## src/regex_pkg.sv

```systemverilog
package regex_pkg;

    ////////////////////////////////////////
    // software register interface
    ////////////////////////////////////////
    localparam int reg_width        = 32;

    // command register codes
    localparam logic [reg_width-1:0] cmd_nop                = 32'd0;
    localparam logic [reg_width-1:0] cmd_write              = 32'd1;
    localparam logic [reg_width-1:0] cmd_read               = 32'd2;
    localparam logic [reg_width-1:0] cmd_start              = 32'd3;
    localparam logic [reg_width-1:0] cmd_restart            = 32'd4;
    localparam logic [reg_width-1:0] cmd_read_elapsed_clock = 32'd5;
    localparam logic [reg_width-1:0] cmd_reset              = 32'd6;

    // status register codes
    localparam logic [reg_width-1:0] status_idle     = 32'd0;
    localparam logic [reg_width-1:0] status_running  = 32'd1;
    localparam logic [reg_width-1:0] status_accepted = 32'd2;
    localparam logic [reg_width-1:0] status_rejected = 32'd3;

    ////////////////////////////////////////
    // block RAM geometry
    ////////////////////////////////////////
    localparam int bram_addr_width  = 11;   // read word address
    localparam int bram_write_width = 36;   // one row, two read words
    localparam int bram_read_width  = 18;   // two bytes plus two parity bits
    localparam int bram_we_width    = 4;    // one enable per byte of a row
    localparam int payload_width    = 16;   // read word without parity

    localparam int char_width       = 8;

    ////////////////////////////////////////
    // matcher program format
    ////////////////////////////////////////
    // upper byte opcode, lower byte operand
    localparam logic [char_width-1:0] op_char   = 8'd1;
    localparam logic [char_width-1:0] op_any    = 8'd2;
    localparam logic [char_width-1:0] op_jmp    = 8'd3;
    localparam logic [char_width-1:0] op_accept = 8'd4;

    localparam int pc_width         = 8;    // program sits in words 0..255

endpackage

```

## src/regex_matcher.sv

```systemverilog
`timescale 1ns/1ps

module regex_matcher import regex_pkg::*;
(
    input  logic                       clk,
    input  logic                       reset_master,
    input  logic                       memory_ready,
    input  logic [payload_width-1:0]   memory_data,
    input  logic                       start_ready,
    input  logic [bram_addr_width-1:0] start_cc_pointer,
    output logic [bram_addr_width-1:0] memory_addr,
    output logic                       memory_valid,
    output logic                       start_valid,
    output logic                       finish,
    output logic                       accept
);

    typedef enum logic [2:0] {
        idle,
        fetch_instr,
        wait_instr,
        fetch_char,
        wait_char,
        execute,
        done
    } state_t;

    state_t                     state, state_next;
    logic [pc_width-1:0]        pc, pc_next;
    logic [bram_addr_width-1:0] cc_pointer, cc_pointer_next;
    logic                       accept_reg, accept_next;

    logic [payload_width-1:0]   instr;          // latched instruction word
    logic [char_width-1:0]      current_char;   // latched string character
    logic [char_width-1:0]      opcode;
    logic [char_width-1:0]      operand;
    logic [char_width-1:0]      fetched_opcode;

    assign opcode         = instr[payload_width-1 -: char_width];
    assign operand        = instr[char_width-1:0];
    assign fetched_opcode = memory_data[payload_width-1 -: char_width];

    assign accept = accept_reg;

    ////////////////////////////////////////
    // state and pointers
    ////////////////////////////////////////
    always_ff @(posedge clk)
    begin
        if (reset_master)
        begin
            state      <= idle;
            pc         <= '0;
            cc_pointer <= '0;
            accept_reg <= 1'b0;
        end
        else
        begin
            state      <= state_next;
            pc         <= pc_next;
            cc_pointer <= cc_pointer_next;
            accept_reg <= accept_next;
        end
    end

    // capture read data while it is still on the bus
    always_ff @(posedge clk)
    begin
        if (state == wait_instr)
            instr <= memory_data;
        if (state == wait_char)
            current_char <= memory_data[char_width-1:0];
    end

    ////////////////////////////////////////
    // next state and memory requests
    ////////////////////////////////////////
    always_comb
    begin
        state_next      = state;
        pc_next         = pc;
        cc_pointer_next = cc_pointer;
        accept_next     = accept_reg;
        memory_addr     = '0;
        memory_valid    = 1'b0;
        start_valid     = 1'b0;
        finish          = 1'b0;

        case (state)
            idle:
            begin
                start_valid = start_ready;
                if (start_ready)
                begin
                    pc_next         = '0;
                    cc_pointer_next = start_cc_pointer;
                    accept_next     = 1'b0;
                    state_next      = fetch_instr;
                end
            end

            fetch_instr:
            begin
                memory_addr  = {{(bram_addr_width-pc_width){1'b0}}, pc};
                memory_valid = 1'b1;
                if (memory_ready)   // otherwise hold the request
                    state_next = wait_instr;
            end

            wait_instr:
            begin
                // only CHAR and ANY look at the string
                if (fetched_opcode == op_char || fetched_opcode == op_any)
                    state_next = fetch_char;
                else
                    state_next = execute;
            end

            fetch_char:
            begin
                memory_addr  = cc_pointer;
                memory_valid = 1'b1;
                if (memory_ready)
                    state_next = wait_char;
            end

            wait_char:
            begin
                state_next = execute;
            end

            execute:
            begin
                case (opcode)
                    op_char:
                    begin
                        if (current_char == operand)
                        begin
                            pc_next         = pc + 1'b1;
                            cc_pointer_next = cc_pointer + 1'b1;
                            state_next      = fetch_instr;
                        end
                        else
                        begin
                            accept_next = 1'b0;
                            state_next  = done;
                        end
                    end
                    op_any:
                    begin
                        if (current_char != '0)   // terminator ends the string
                        begin
                            pc_next         = pc + 1'b1;
                            cc_pointer_next = cc_pointer + 1'b1;
                            state_next      = fetch_instr;
                        end
                        else
                        begin
                            accept_next = 1'b0;
                            state_next  = done;
                        end
                    end
                    op_jmp:
                    begin
                        pc_next    = operand;
                        state_next = fetch_instr;
                    end
                    op_accept:
                    begin
                        accept_next = 1'b1;
                        state_next  = done;
                    end
                    default:
                    begin
                        accept_next = 1'b0;  // unknown opcode
                        state_next  = done;
                    end
                endcase
            end

            done:
            begin
                finish     = 1'b1;  // one cycle, accept valid alongside
                state_next = idle;
            end

            default:
            begin
                state_next = idle;
            end
        endcase
    end

endmodule

```

## config.mk

```make
export PLATFORM = sky130hd
export DESIGN_NAME = regex_matcher
export DESIGN_NICKNAME = d
export VERILOG_FILES = /design/src/regex_pkg.sv /design/src/regex_matcher.sv
export SDC_FILE = /design/constraint.sdc
export NUM_CORES = 1
export LEC_CHECK = 0
export BUFFER_PORTS_ARGS = -buffer_cell sky130_fd_sc_hd__buf_4
export CORE_UTILIZATION = 30
export CTS_CLUSTER_DIAMETER = 80
export DETAILED_ROUTE_END_ITERATION = 8
export PLACE_DENSITY = 0.49
export SLEW_MARGIN = 20
export SYNTH_ARGS = -nofsm -noshare
export SYNTH_HDL_FRONTEND = slang
export SYNTH_SLANG_ARGS = --single-unit
```

## constraint.sdc

```tcl
create_clock -name clk -period 2 [get_ports clk]
set_input_delay 0.1 -clock clk [delete_from_list [all_inputs] [get_ports clk]]
set_output_delay 0.1 -clock clk [all_outputs]
set_load 0.1 [all_outputs]
```

==> results.md, run 1 <==
* Status: complete, but fails checks
* Violated checks: DRC, setup timing
* Final instance area at between 3000 and 4000 um^2
* Clk_skew at 0.00914 ns
* Sequential share of the synthesized area at 43.0%
* CP max FO at 12
* Post-route ant nets at 0
* Yosys cell types at 56
* Layout area overhead at 35.5%
* PnR worst setup slack at -0.0498 ns
* RSZ-0062 raised after global routing: true
* Fill cells at 859
* Worst-skew pair later-pin latency at 0.31 ns
* Most frequent cells after synthesis: nor2_1 (28), edfxtp_1 (24), nand2_1 (24)
* Vias in the first global route at 2,629
* R2R setup slack at -0.05 ns
* Die area at ~9500 um^2
* Type of origin of the critical path: register
* Most frequent cell after synthesis: nor2_1
* Largest regs: instr x16, cc_pointer x11
* Num CTS Buffers at 5
* Clk root buf: clkbuf_8
* Die H at 97.6 um
* Clock transition at path regs at 0.10 ns
* Starting Density at 31.2%
* Net count after synthesis at 326
* Vias per inst at 5.29
* Clock sink total at 47
* Ports at 46
* CP endpoint kind: register
* Fin crit share at 102%
* DR iter-0 viols at 172
* Number of flops mapped to enable cells by yosys at 24
* Total GRT Usage at 16.8%
* Mapped cell area at 2740 um^2
* Gp weighted congestion at 0.806
* Antenna violations before repair at 0
* Port buffer count at 45
* Top reg by flops: instr
* Reg area at 1180 um^2
* Layout cells sized above 1 at 30.1%
* Max Cap Violations at 0
* GRT overflow at 0
* Peak supply drop at 0.000340 V
* Fin crit period at around 2.0 ns
* WL/cell at 15.6 um
* Final TNS setup at -0.337 ns
* Drc violations at 9
* Final hold violation count at 0
* Pre-Repair DR Iteration Count at 7
* Routed wire length at 7.57 mm
* Rows at 34
* Final Util at 42.2%
* CP startpoint: instr[15]
* Setup crit end: pc[2]
* Min-Delay Path Class: in -> reg
* Placed cells at 459
* Worst reg2reg startpoint: instr[15]
* R2R cell count at 6
* CTS tree: yes
* Yosys top cell area share at 26.3%
* Post-Syn Instances at a little under 300
* Total number of vias at 2,558
* Placed Instance Area at 3400 um^2
* Synth top area cells: edfxtp_1 (26%), dfxtp_1 (17%), nor2_1 (3.8%), a21oi_1 (3.6%), mux2i_1 (3.3%)
* Ys Warns at 0
* Max-slew violations at 0
* Seq cells post-synth at 47
* CP Data Required Time at 2.20 ns
* # setup viols final at 12
* Prevailing post-synth register cell: edfxtp_1
* Syn avg cell area at 9.36 um^2
* Critical path class: reg -> reg
* FFs w/ async S/R, synth at 0%
* Multi-input gate area at approximately 1500 um^2
* Largest net degree at the start of global routing at 24
* Max reg flops at 16
* Min-delay src: start_ready
* Crit path arrival time at 2.25 ns
* Worst rel slew slack at 61.7%
* Pwr dens at 581 nW/um^2
* Maximum buffer depth of the clock tree at 2
* Fmax at 488 MHz
* Die W at roughly 98 um
* Nets at 408
* Inserted Diodes at 0
* Dpl hpwl at 5.65 mm
* Synth area leader: edfxtp_1
* Leak at about 1.3 nW
* First-pass GRT wire length at 12.7 mm
* H-tree levels at 2
* Core Box Area at 8810 um^2
* Post-Layout Cell Count at approximately 480
* RR Endpoint: pc[2]
* Tightest Pin Transition at 0.572 ns
* Hold Slack at 0.0534 ns
-- cell families (layout without fill, tap and decap cells) --
family	Yosys count	count (layout)	share of synthesized area [%]
xor gates and xnor gates	10	10	3.19
AOI/OAI and AO/OA	79	79	20.8
DFF	47	47	43.0
muxes	15	15	5.75
adders and majority gates	2	2	0.912
and+or+nand+nor	111	111	21.6
buffers and inverters	29	112	4.65
-- per-layer routing --
metal	global-route usage (%)	part of all wire, %	vias up
met4	4.43	1.3	0
met1	22.1	49	1207
li1	-	-	1286
met5	0	0	-
met3	2.95	3.4	11
met2	28.3	46	54
-- worst min path at each step --
stage,end,slack [ns],depth (start not counted)
finish,state[0],0.05,3
global route,state[0],0.06,3
CTS,state[0],0.06,3
detailed placement,instr[12],0.28,1
global placement,instr[12],0.28,1
floorplan,current_char[0],0.20,0
-- metrics by stage --
stage,power (mW),setup slack [ns]
2_1_floorplan,1.36,-0.303
3_3_place_gp,1.54,-0.0364
3_5_place_dp,1.54,-0.0933
4_1_cts,2.18,-0.0650
5_1_grt,2.26,-0.194
6_report,2.16,-0.0498
-- cells in the final DEF, fill, tap and decap left out, drive strengths merged, types with 4 or more instances in the layout --
master and count:
inv 16, buf 74, o211ai 8, nor2 28, o32ai 5, mux2i 9, o21ai 9, dfxtp 23
a21oi 20, and3 4, edfxtp 24, nand4 5, a211o 6, o31ai 5, clkbuf 5, mux2 6
dlygate4sd3 16, nand2 24, xnor2 9, nor4 15, a31oi 4, nor3 13, nand3 8
-- cell type report --
cell class                      count  share of cell area (%)
Timing Repair Buffer               90                    19.9
Multi-Input combinational cell    217                    40.7
Clock inverter                      3                   0.673
Tap cell                          108                    3.64
Inverter                           14                    1.41
Clock buffer                        5                    1.85
Sequential cell                    47                    31.8
-- power breakdown --
group / total, mW / internal, mW / switching (mW)
registers: 1.11 / 1.07 / 0.0494
clock network: 0.613 / 0.255 / 0.358
logic: 0.431 / 0.179 / 0.252
total: 2.16 / 1.50 / 0.659
-- worst max-delay path, stage by stage, from the launching register on --
cell and delay (ns):
edfxtp_1 0.40, or4_4 0.57, nor4_4 0.21, buf_12 0.17, mux2_2 0.33, o211ai_1 0.18, a21oi_1 0.09
-- timing repair --
action / CTS / global route
endpoints found under the setup margin: 16 / 22
resized for setup: 3 / 8
hold buffers: 16 / 0
buffers inserted: 1 / 0
hold endpoints to repair: 24 / 0
pin swaps: 1 / 1
Note: power is estimated with default switching activity, not from simulation.
==> inputs of run 2 (changes only) <==
Settings changed: CORE_UTILIZATION 30 to 50, PLACE_DENSITY 0.49 to 0.74.
==> run 2 against run 1 <==
The flow finishes with violations (setup timing); combinational power shrank 2%; clock-buffer cell count grew 1; total power grew 6.1%; sequential power is essentially flat; flip-flop and latch count did not move; clock power up 23%; core utilization up 29 points; die area down 39%; clock skew fell by 0.0029 ns; via count is 1.3% higher; register-to-register slack got worse by 0.02 ns; setup slack got worse by 0.024 ns; critical path type unchanged; highest routed layer unchanged.
==> results.md, run 2 (synthesized netlist as in run 1, its figures left out) <==
* Most frequent cells in the layout: buf_4 (69), edfxtp_1 (24), nand2_1 (23), dfxtp_1 (23), nor2_1 (21)
* GRT overflow at 0 (unchanged)
* Internal Pwr Total at 1.65 mW (+10%)
* Pre-CTS WS at -0.0505 ns (+0.0427 ns)
* Fin crit period at 2.07 ns (+0.0241 ns)
* Crit path arrival time at 2.26 ns (about the same)
* # setup viols final at 11 (-1)
* Final instance area at 3710 um^2 (-0.24%)
* Fin crit share at 104% (+1.2 points)
* Routed wire length at 7.10 mm (-6.2%)
* Status: complete, but fails checks
* Placed Instance Area at 3320 um^2 (-2.3%)
* Switching Fraction at 27.8% (-2.7 points)
* Crit-path slowest cell: or4_4
* Type of origin of the critical path: register
* Clk root buf: clkbuf_8
* RR Endpoint: pc[4]
* Die W at 76.1 um (-22%)
* Gp weighted congestion at 0.936 (+16%)
* Nets at 406 (-0.49%)
* PnR worst setup slack at -0.0738 ns (-0.0241 ns)
* Rows at 26 (-24%)
* Max reg flops at 16 (unchanged)
* First-pass GRT wire length at 11.4 mm (-11%)
* H-tree levels at 2 (unchanged)
* CP Cell Sequence: or4_4 > nor4_4 > buf_12 > mux2_2 > o211ai_1 > a21oi_1
* Crit path depth at 6 (unchanged)
* Min-Delay Path Class: in -> reg
* Ports at 46 (unchanged)
* Final hold violation count at 0 (unchanged)
* Max Cap Violations at 0 (unchanged)
* R2R setup slack at -0.07 ns (-0.02 ns)
* Critical path class: reg -> reg
* Clock transition at path regs at 0.09 ns (about the same)
* Total power draw at 2.29 mW (+6.1%)
* R2R cell count at 6 (unchanged)
* CP max FO at 12 (unchanged)
* Fmax at 482 MHz (-1.2%)
* Reg area at 1180 um^2 (unchanged)
* CTS tree: yes
* Layout cells sized above 1 at 30.7% (+0.70 points)
* DR iter-0 viols at 125 (-27%)
* Peak supply drop at 0.000468 V (+38%)
* Worst rel slew slack at 58.9% (-2.8 points)
* Top reg by flops: instr
* Post-Layout Cell Count at 444 (-8.3%)
* Tightest Pin Transition at 0.615 ns (+0.0422 ns)
* Multi-input gate area at 1540 um^2 (+1.5%)
* Leak at 1.34 nW (-0.24%)
* Antenna violations before repair at 0 (unchanged)
* Die area at 5790 um^2 (-39%)
* Vias in the first global route at 2,463 (-6.3%)
* Sw power at 0.637 mW (-3.4%)
* WP buf/inv at 1 (unchanged)
* Cell family with most CP delay: simple AND/OR/NAND/NOR gates
* Starting Density at 52.7% (+22 points)
* Global route hottest layer: met2
* Fill cells at 411 (-52%)
* Port buffer count at 45 (unchanged)
* Inserted Diodes at 0 (unchanged)
* Total GRT Usage at 24.7% (+7.9 points)
* Met2 Track Usage GR at 43.6% (+15 points)
* WL/cell at 16.0 um (+2.2%)
* Dpl hpwl at 4.89 mm (-13%)
* Combinational share of power at 18.4% (-1.6 points)
* Maximum buffer depth of the clock tree at 2 (unchanged)
* Met3 Usage GRT at 4.19% (+1.2 points)
* CP Data Required Time at 2.19 ns (about the same)
* Commonest non-fill, non-tap cell in the layout: buf_4
* Post-route ant nets at 0 (unchanged)
* Max incr delay on CP at 0.59 ns (+0.02 ns)
* Met1 Usage GRT at 30.6% (+8.5 points)
* Core Box Area at 5200 um^2 (-41%)
* Max-slew violations at 0 (unchanged)
* Clock power frac at 32.8% (+4.4 points)
* CP startpoint: instr[15]
* Flop pwr share at 48.7% (-2.9 points)
* Largest net degree at the start of global routing at 24 (unchanged)
* Clk_skew at 0.00625 ns (-0.00288 ns)
* Drc violations at 0 (-9)
* Vias per inst at 5.83 (+10%)
* Placed cells at 417 (-9.2%)
* Total number of vias at 2,590 (+1.3%)
* Die H at 76.1 um (-22%)
* RSZ-0062 raised after global routing: true
* Largest regs: instr x16, cc_pointer x11
* Setup crit end: pc[4]
* Worst-skew pair later-pin latency at 0.30 ns (about the same)
* Layout area overhead at 35.2%
* Violated checks: setup timing
* Clock sink total at 47 (unchanged)
* Pwr dens at 618 nW/um^2 (+6.4%)
* Worst reg2reg startpoint: instr[15]
* Num CTS Buffers at 5 (unchanged)
* Pre-Repair DR Iteration Count at 4 (-3)
* CP endpoint kind: register
run 2: power groups by stage:
stage	Sequential (mW)	Combinational, mW	Clock (mW)
6_report	1.12	0.422	0.753
5_1_grt	1.12	0.453	0.794
4_1_cts	1.11	0.412	0.761
3_5_place_dp	1.14	0.383	0
3_3_place_gp	1.14	0.381	0
2_1_floorplan	1.12	0.245	0
run 2: layer usage:
layer  vias to the layer above  part of all wire, %
met5                         -                    0
met4                         0                  1.2
met3                         7                  4.9
met2                        86                   51
met1                      1215                   43
li1                       1282                    -
run 2: cell type report:
type	count	area share, %
multi-input cells	217	41.4
flip-flops and latches	47	31.8
repair buffers	88	19.7
well taps	70	2.36
clock buffers	6	2.23
inverters	14	1.42
clock inverters	2	1.05
run 2: how the worst min path moves through the flow:
stage,startpoint,end,slack (ns),cells after the start
finish,start_ready,state[0],0.06,3
global route,start_ready,state[0],0.07,3
global placement,memory_data[1],current_char[1],0.28,1
CTS,start_ready,state[0],0.04,3
floorplan,memory_data[0],current_char[0],0.20,0
detailed placement,memory_data[0],current_char[0],0.29,1
run 2: metrics by stage:
stage | hold slack, ns | setup TNS [ns] | utilization, %
after floorplan | 0.199 | -5.04 | -
final | 0.0596 | -0.397 | 71.3
after CTS | 0.0396 | -0.209 | 69.8
after global routing | 0.0703 | -1.76 | 71.3
after detailed placement | 0.287 | -0.265 | 63.8
after global placement | 0.285 | -0.00778 | 63.8
run 2: worst min-delay path: cells and delay by family:
family          cells  cell delay (ns)
buf+inv             1             0.09
simple gates        1             0.08
compound gates      1             0.05
run 2: repair_timing:
action                                  CTS  global route
resized for setup                         3            15
gates cloned                              0             0
setup buffers                             1             2
hold endpoints to repair                 24             0
pin swaps                                 1             7
hold buffers                             16             0
endpoints found under the setup margin   13            22
==> inputs of run 3 (changes only) <==
Settings changed: ABC_AREA from default to 1.
==> run 3 against run 2 <==
First-iteration DRC count increased by 8.0%; global-route usage decreased by 3.0 points; critical path type is now reg -> out; sequential share of layout area increased by 1.8 points; largest power group unchanged; routed wire length decreased by 16%; the run now ends clean; largest cell class unchanged; non-clock buffer count decreased by 21.
==> results.md, run 3 <==
* Total number of vias at 2,524 (-2.5%)
* Crit path arrival time at 1.77 ns (-0.49 ns)
* Core Box Area at 5270 um^2 (+1.2%)
* Yosys cell types at 33 (-41%)
* Leak at 1.57 nW (+17%)
* Ports at 46 (unchanged)
* Clk_skew at 0.00518 ns (-0.00107 ns)
* Worst reg2reg startpoint: state[2]
* Maximum buffer depth of the clock tree at 2 (unchanged)
* PnR worst setup slack at 0.126 ns (+0.199 ns)
* Most frequent cell after synthesis: nand2_1
* # setup viols final at 0 (-11)
* Largest regs: instr x16, cc_pointer x11
* Fin crit share at 93.7% (-10 points)
* Sw power at 1.15 mW (+80%)
* Mapped cell area at 2810 um^2 (+2.5%)
* Top reg by flops: instr
* Synth area leader: edfxtp_1
* Post-route ant nets at 0 (unchanged)
* Pre-CTS WS at 0.238 ns (+0.288 ns)
* Worst-skew pair later-pin latency at 0.30 ns (about the same)
* FFs w/ async S/R, synth at 0% (unchanged)
* Layout area overhead at 24.6%
* Max Cap Violations at 0 (unchanged)
* WL/cell at 11.4 um (-29%)
* Clock power frac at 22.3% (-10 points)
* Min-delay src: memory_ready
* Port buffer count at 45 (unchanged)
* Clock transition at path regs at 0.08 ns (about the same)
* Die W at 77 um (+1.2%)
* Routed wire length at 5.97 mm (-16%)
* RSZ-0062 raised after global routing: true
* Antenna violations before repair at 0 (unchanged)
* Vias per inst at 4.82 (-17%)
* Largest net degree at the start of global routing at 23 (-4.2%)
* Critical path class: reg -> out
* Seq cells post-synth at 47 (unchanged)
* Sequential share of the synthesized area at 42.0% (-1.1 points)
* Combinational share of power at 35.5% (+17 points)
* First-pass GRT wire length at 10.3 mm (-9.7%)
* Syn avg cell area at 7.21 um^2 (-23%)
* CP endpoint kind: primary output
* Vias in the first global route at 2,477 (+0.57%)
* Gp weighted congestion at 0.917 (-2.0%)
* Die area at 5930 um^2 (+2.4%)
* Pwr dens at 862 nW/um^2 (+39%)
* Type of origin of the critical path: register
* Fill cells at 477 (+16%)
* CP max FO at 9 (-3)
* Fin crit period at 1.87 ns (-0.199 ns)
* Most frequent cells after synthesis: nand2_1 (108), nor2_1 (67), inv_1 (52)
* Tightest Pin Transition at 0.663 ns (+0.0482 ns)
* Post-Syn Instances at 390 (+33%)
* Peak supply drop at 0.000571 V (+22%)
* Internal Pwr Total at 1.87 mW (+13%)
* CP Data Required Time at 1.90 ns (-0.29 ns)
* Pre-Repair DR Iteration Count at 4 (unchanged)
* Prevailing post-synth register cell: edfxtp_1
* Clock sink total at 47 (unchanged)
* Starting Density at 53.4% (+0.65 points)
* Yosys top cell area share at 25.6% (-0.64 points)
* Inserted Diodes at 0 (unchanged)
* H-tree levels at 2 (unchanged)
* Postcts setup bufs at 0 (-1)
* Net count after synthesis at 423 (+30%)
* Switching Fraction at 38.1% (+10 points)
* Layout cells sized above 1 at 18.3% (-12 points)
* Clk root buf: clkbuf_8
* Dpl hpwl at 4.40 mm (-10%)
* Most frequent cells in the layout: nand2_1 (108), nor2_1 (65), inv_1 (51)
* Status: finished, final reports clean
* Ys Warns at 0 (unchanged)
* Num CTS Buffers at 5 (unchanged)
* Fmax at 534 MHz (+11%)
* CP startpoint: state[0]
* Max reg flops at 16 (unchanged)
* Flop pwr share at 42.1% (-6.6 points)
* Nets at 486 (+20%)
* Total GRT Usage at 21.7% (-3.0 points)
* GRT overflow at 0 (unchanged)
* Rows at 26 (unchanged)
* Worst rel slew slack at 55.8% (-3.1 points)
* Min-Delay Path Class: in -> reg
* Die H at 77 um (+1.2%)
* Hold Slack at 0.0740 ns (+0.0144 ns)
* Synth top area cells: edfxtp_1 (26%), dfxtp_1 (16%), nand2_1 (14%), nor2_1 (8.9%), inv_1 (6.9%)
* Max-slew violations at 0 (unchanged)
* Number of flops mapped to enable cells by yosys at 24 (unchanged)
* Drc violations at 0 (unchanged)
* Final hold violation count at 0 (unchanged)
* DR iter-0 viols at 135 (+8.0%)
* Final instance area at 3510 um^2 (-5.5%)
* Commonest non-fill, non-tap cell in the layout: nand2_1
* Placed Instance Area at 3200 um^2 (-3.8%)
* CTS tree: yes
run 3: logic make-up after synthesis:
kind of cell	Yosys count	share of synthesized area [%]
AND/OR/NAND/NOR	216	33.8
buffers and inverters	69	11.0
flip-flops	47	42.0
AO/OA/AOI/OAI	45	8.90
XOR/XNOR	11	3.43
adder cells (fa/ha/maj)	2	0.890
run 3: final timing paths:
kind / to / slack [ns] / cells past startpoint
worst min-delay path: state[1] / 0.07 / 4
worst max-delay path: memory_addr[4] / 0.13 / 5
worst max register to register: cc_pointer[0] / 0.25 / 8
worst min register to register: accept / 0.47 / 2
run 3: through the flow:
stage	setup TNS [ns]	util, %	power (mW)	cells
after floorplan	-7.92	-	2.14	390
after global placement	0	60.7	2.30	499
after detailed placement	0	60.7	2.33	499
after CTS	0	66.0	3.03	524
after global routing	-0.0264	66.5	3.23	524
final	0	66.5	3.02	524
run 3: power by group through the flow:
stage | clock network, mW | logic (mW) | registers, mW
finish | 0.675 | 1.07 | 1.27
global route | 0.732 | 1.20 | 1.30
CTS | 0.690 | 1.06 | 1.27
detailed placement | 0 | 1.03 | 1.29
global placement | 0 | 1.01 | 1.29
floorplan | 0 | 0.873 | 1.26
run 3: area by class of cell:
type	count	area [um^2]	area share, %
inverter	58	219	6.25
timing repair buffer	67	568	16.2
tap	70	87.6	2.50
clock inverter	3	38.8	1.11
clock buffer	5	68.8	1.96
sequential	47	1180	33.7
multi-input combinational	274	1340	38.3
run 3: timing repair:
item                                   4_1_cts  5_1_grt
cloned                                       0        0
setup endpoints to repair                   12        9
hold buffers                                17        0
gates resized for setup                      2        7
endpoints found under the hold margin       27        0
run 3: critical path: stages, from the launching register on:
cell,delay (ns)
dfxtp_1,0.48
nand2_2,0.15
nor2_2,0.17
clkinv_2,0.16
o22ai_1,0.25
buf_6,0.26
run 3: layer usage:
metal  track usage [%]  vias to the layer above  part of all wire (%)
li1                  -                     1355                     -
met1              25.4                     1114                    45
met2              38.4                       42                    49
met3              4.05                       13                   3.6
met4              9.62                        0                   1.8
met5                 0                        -                     0
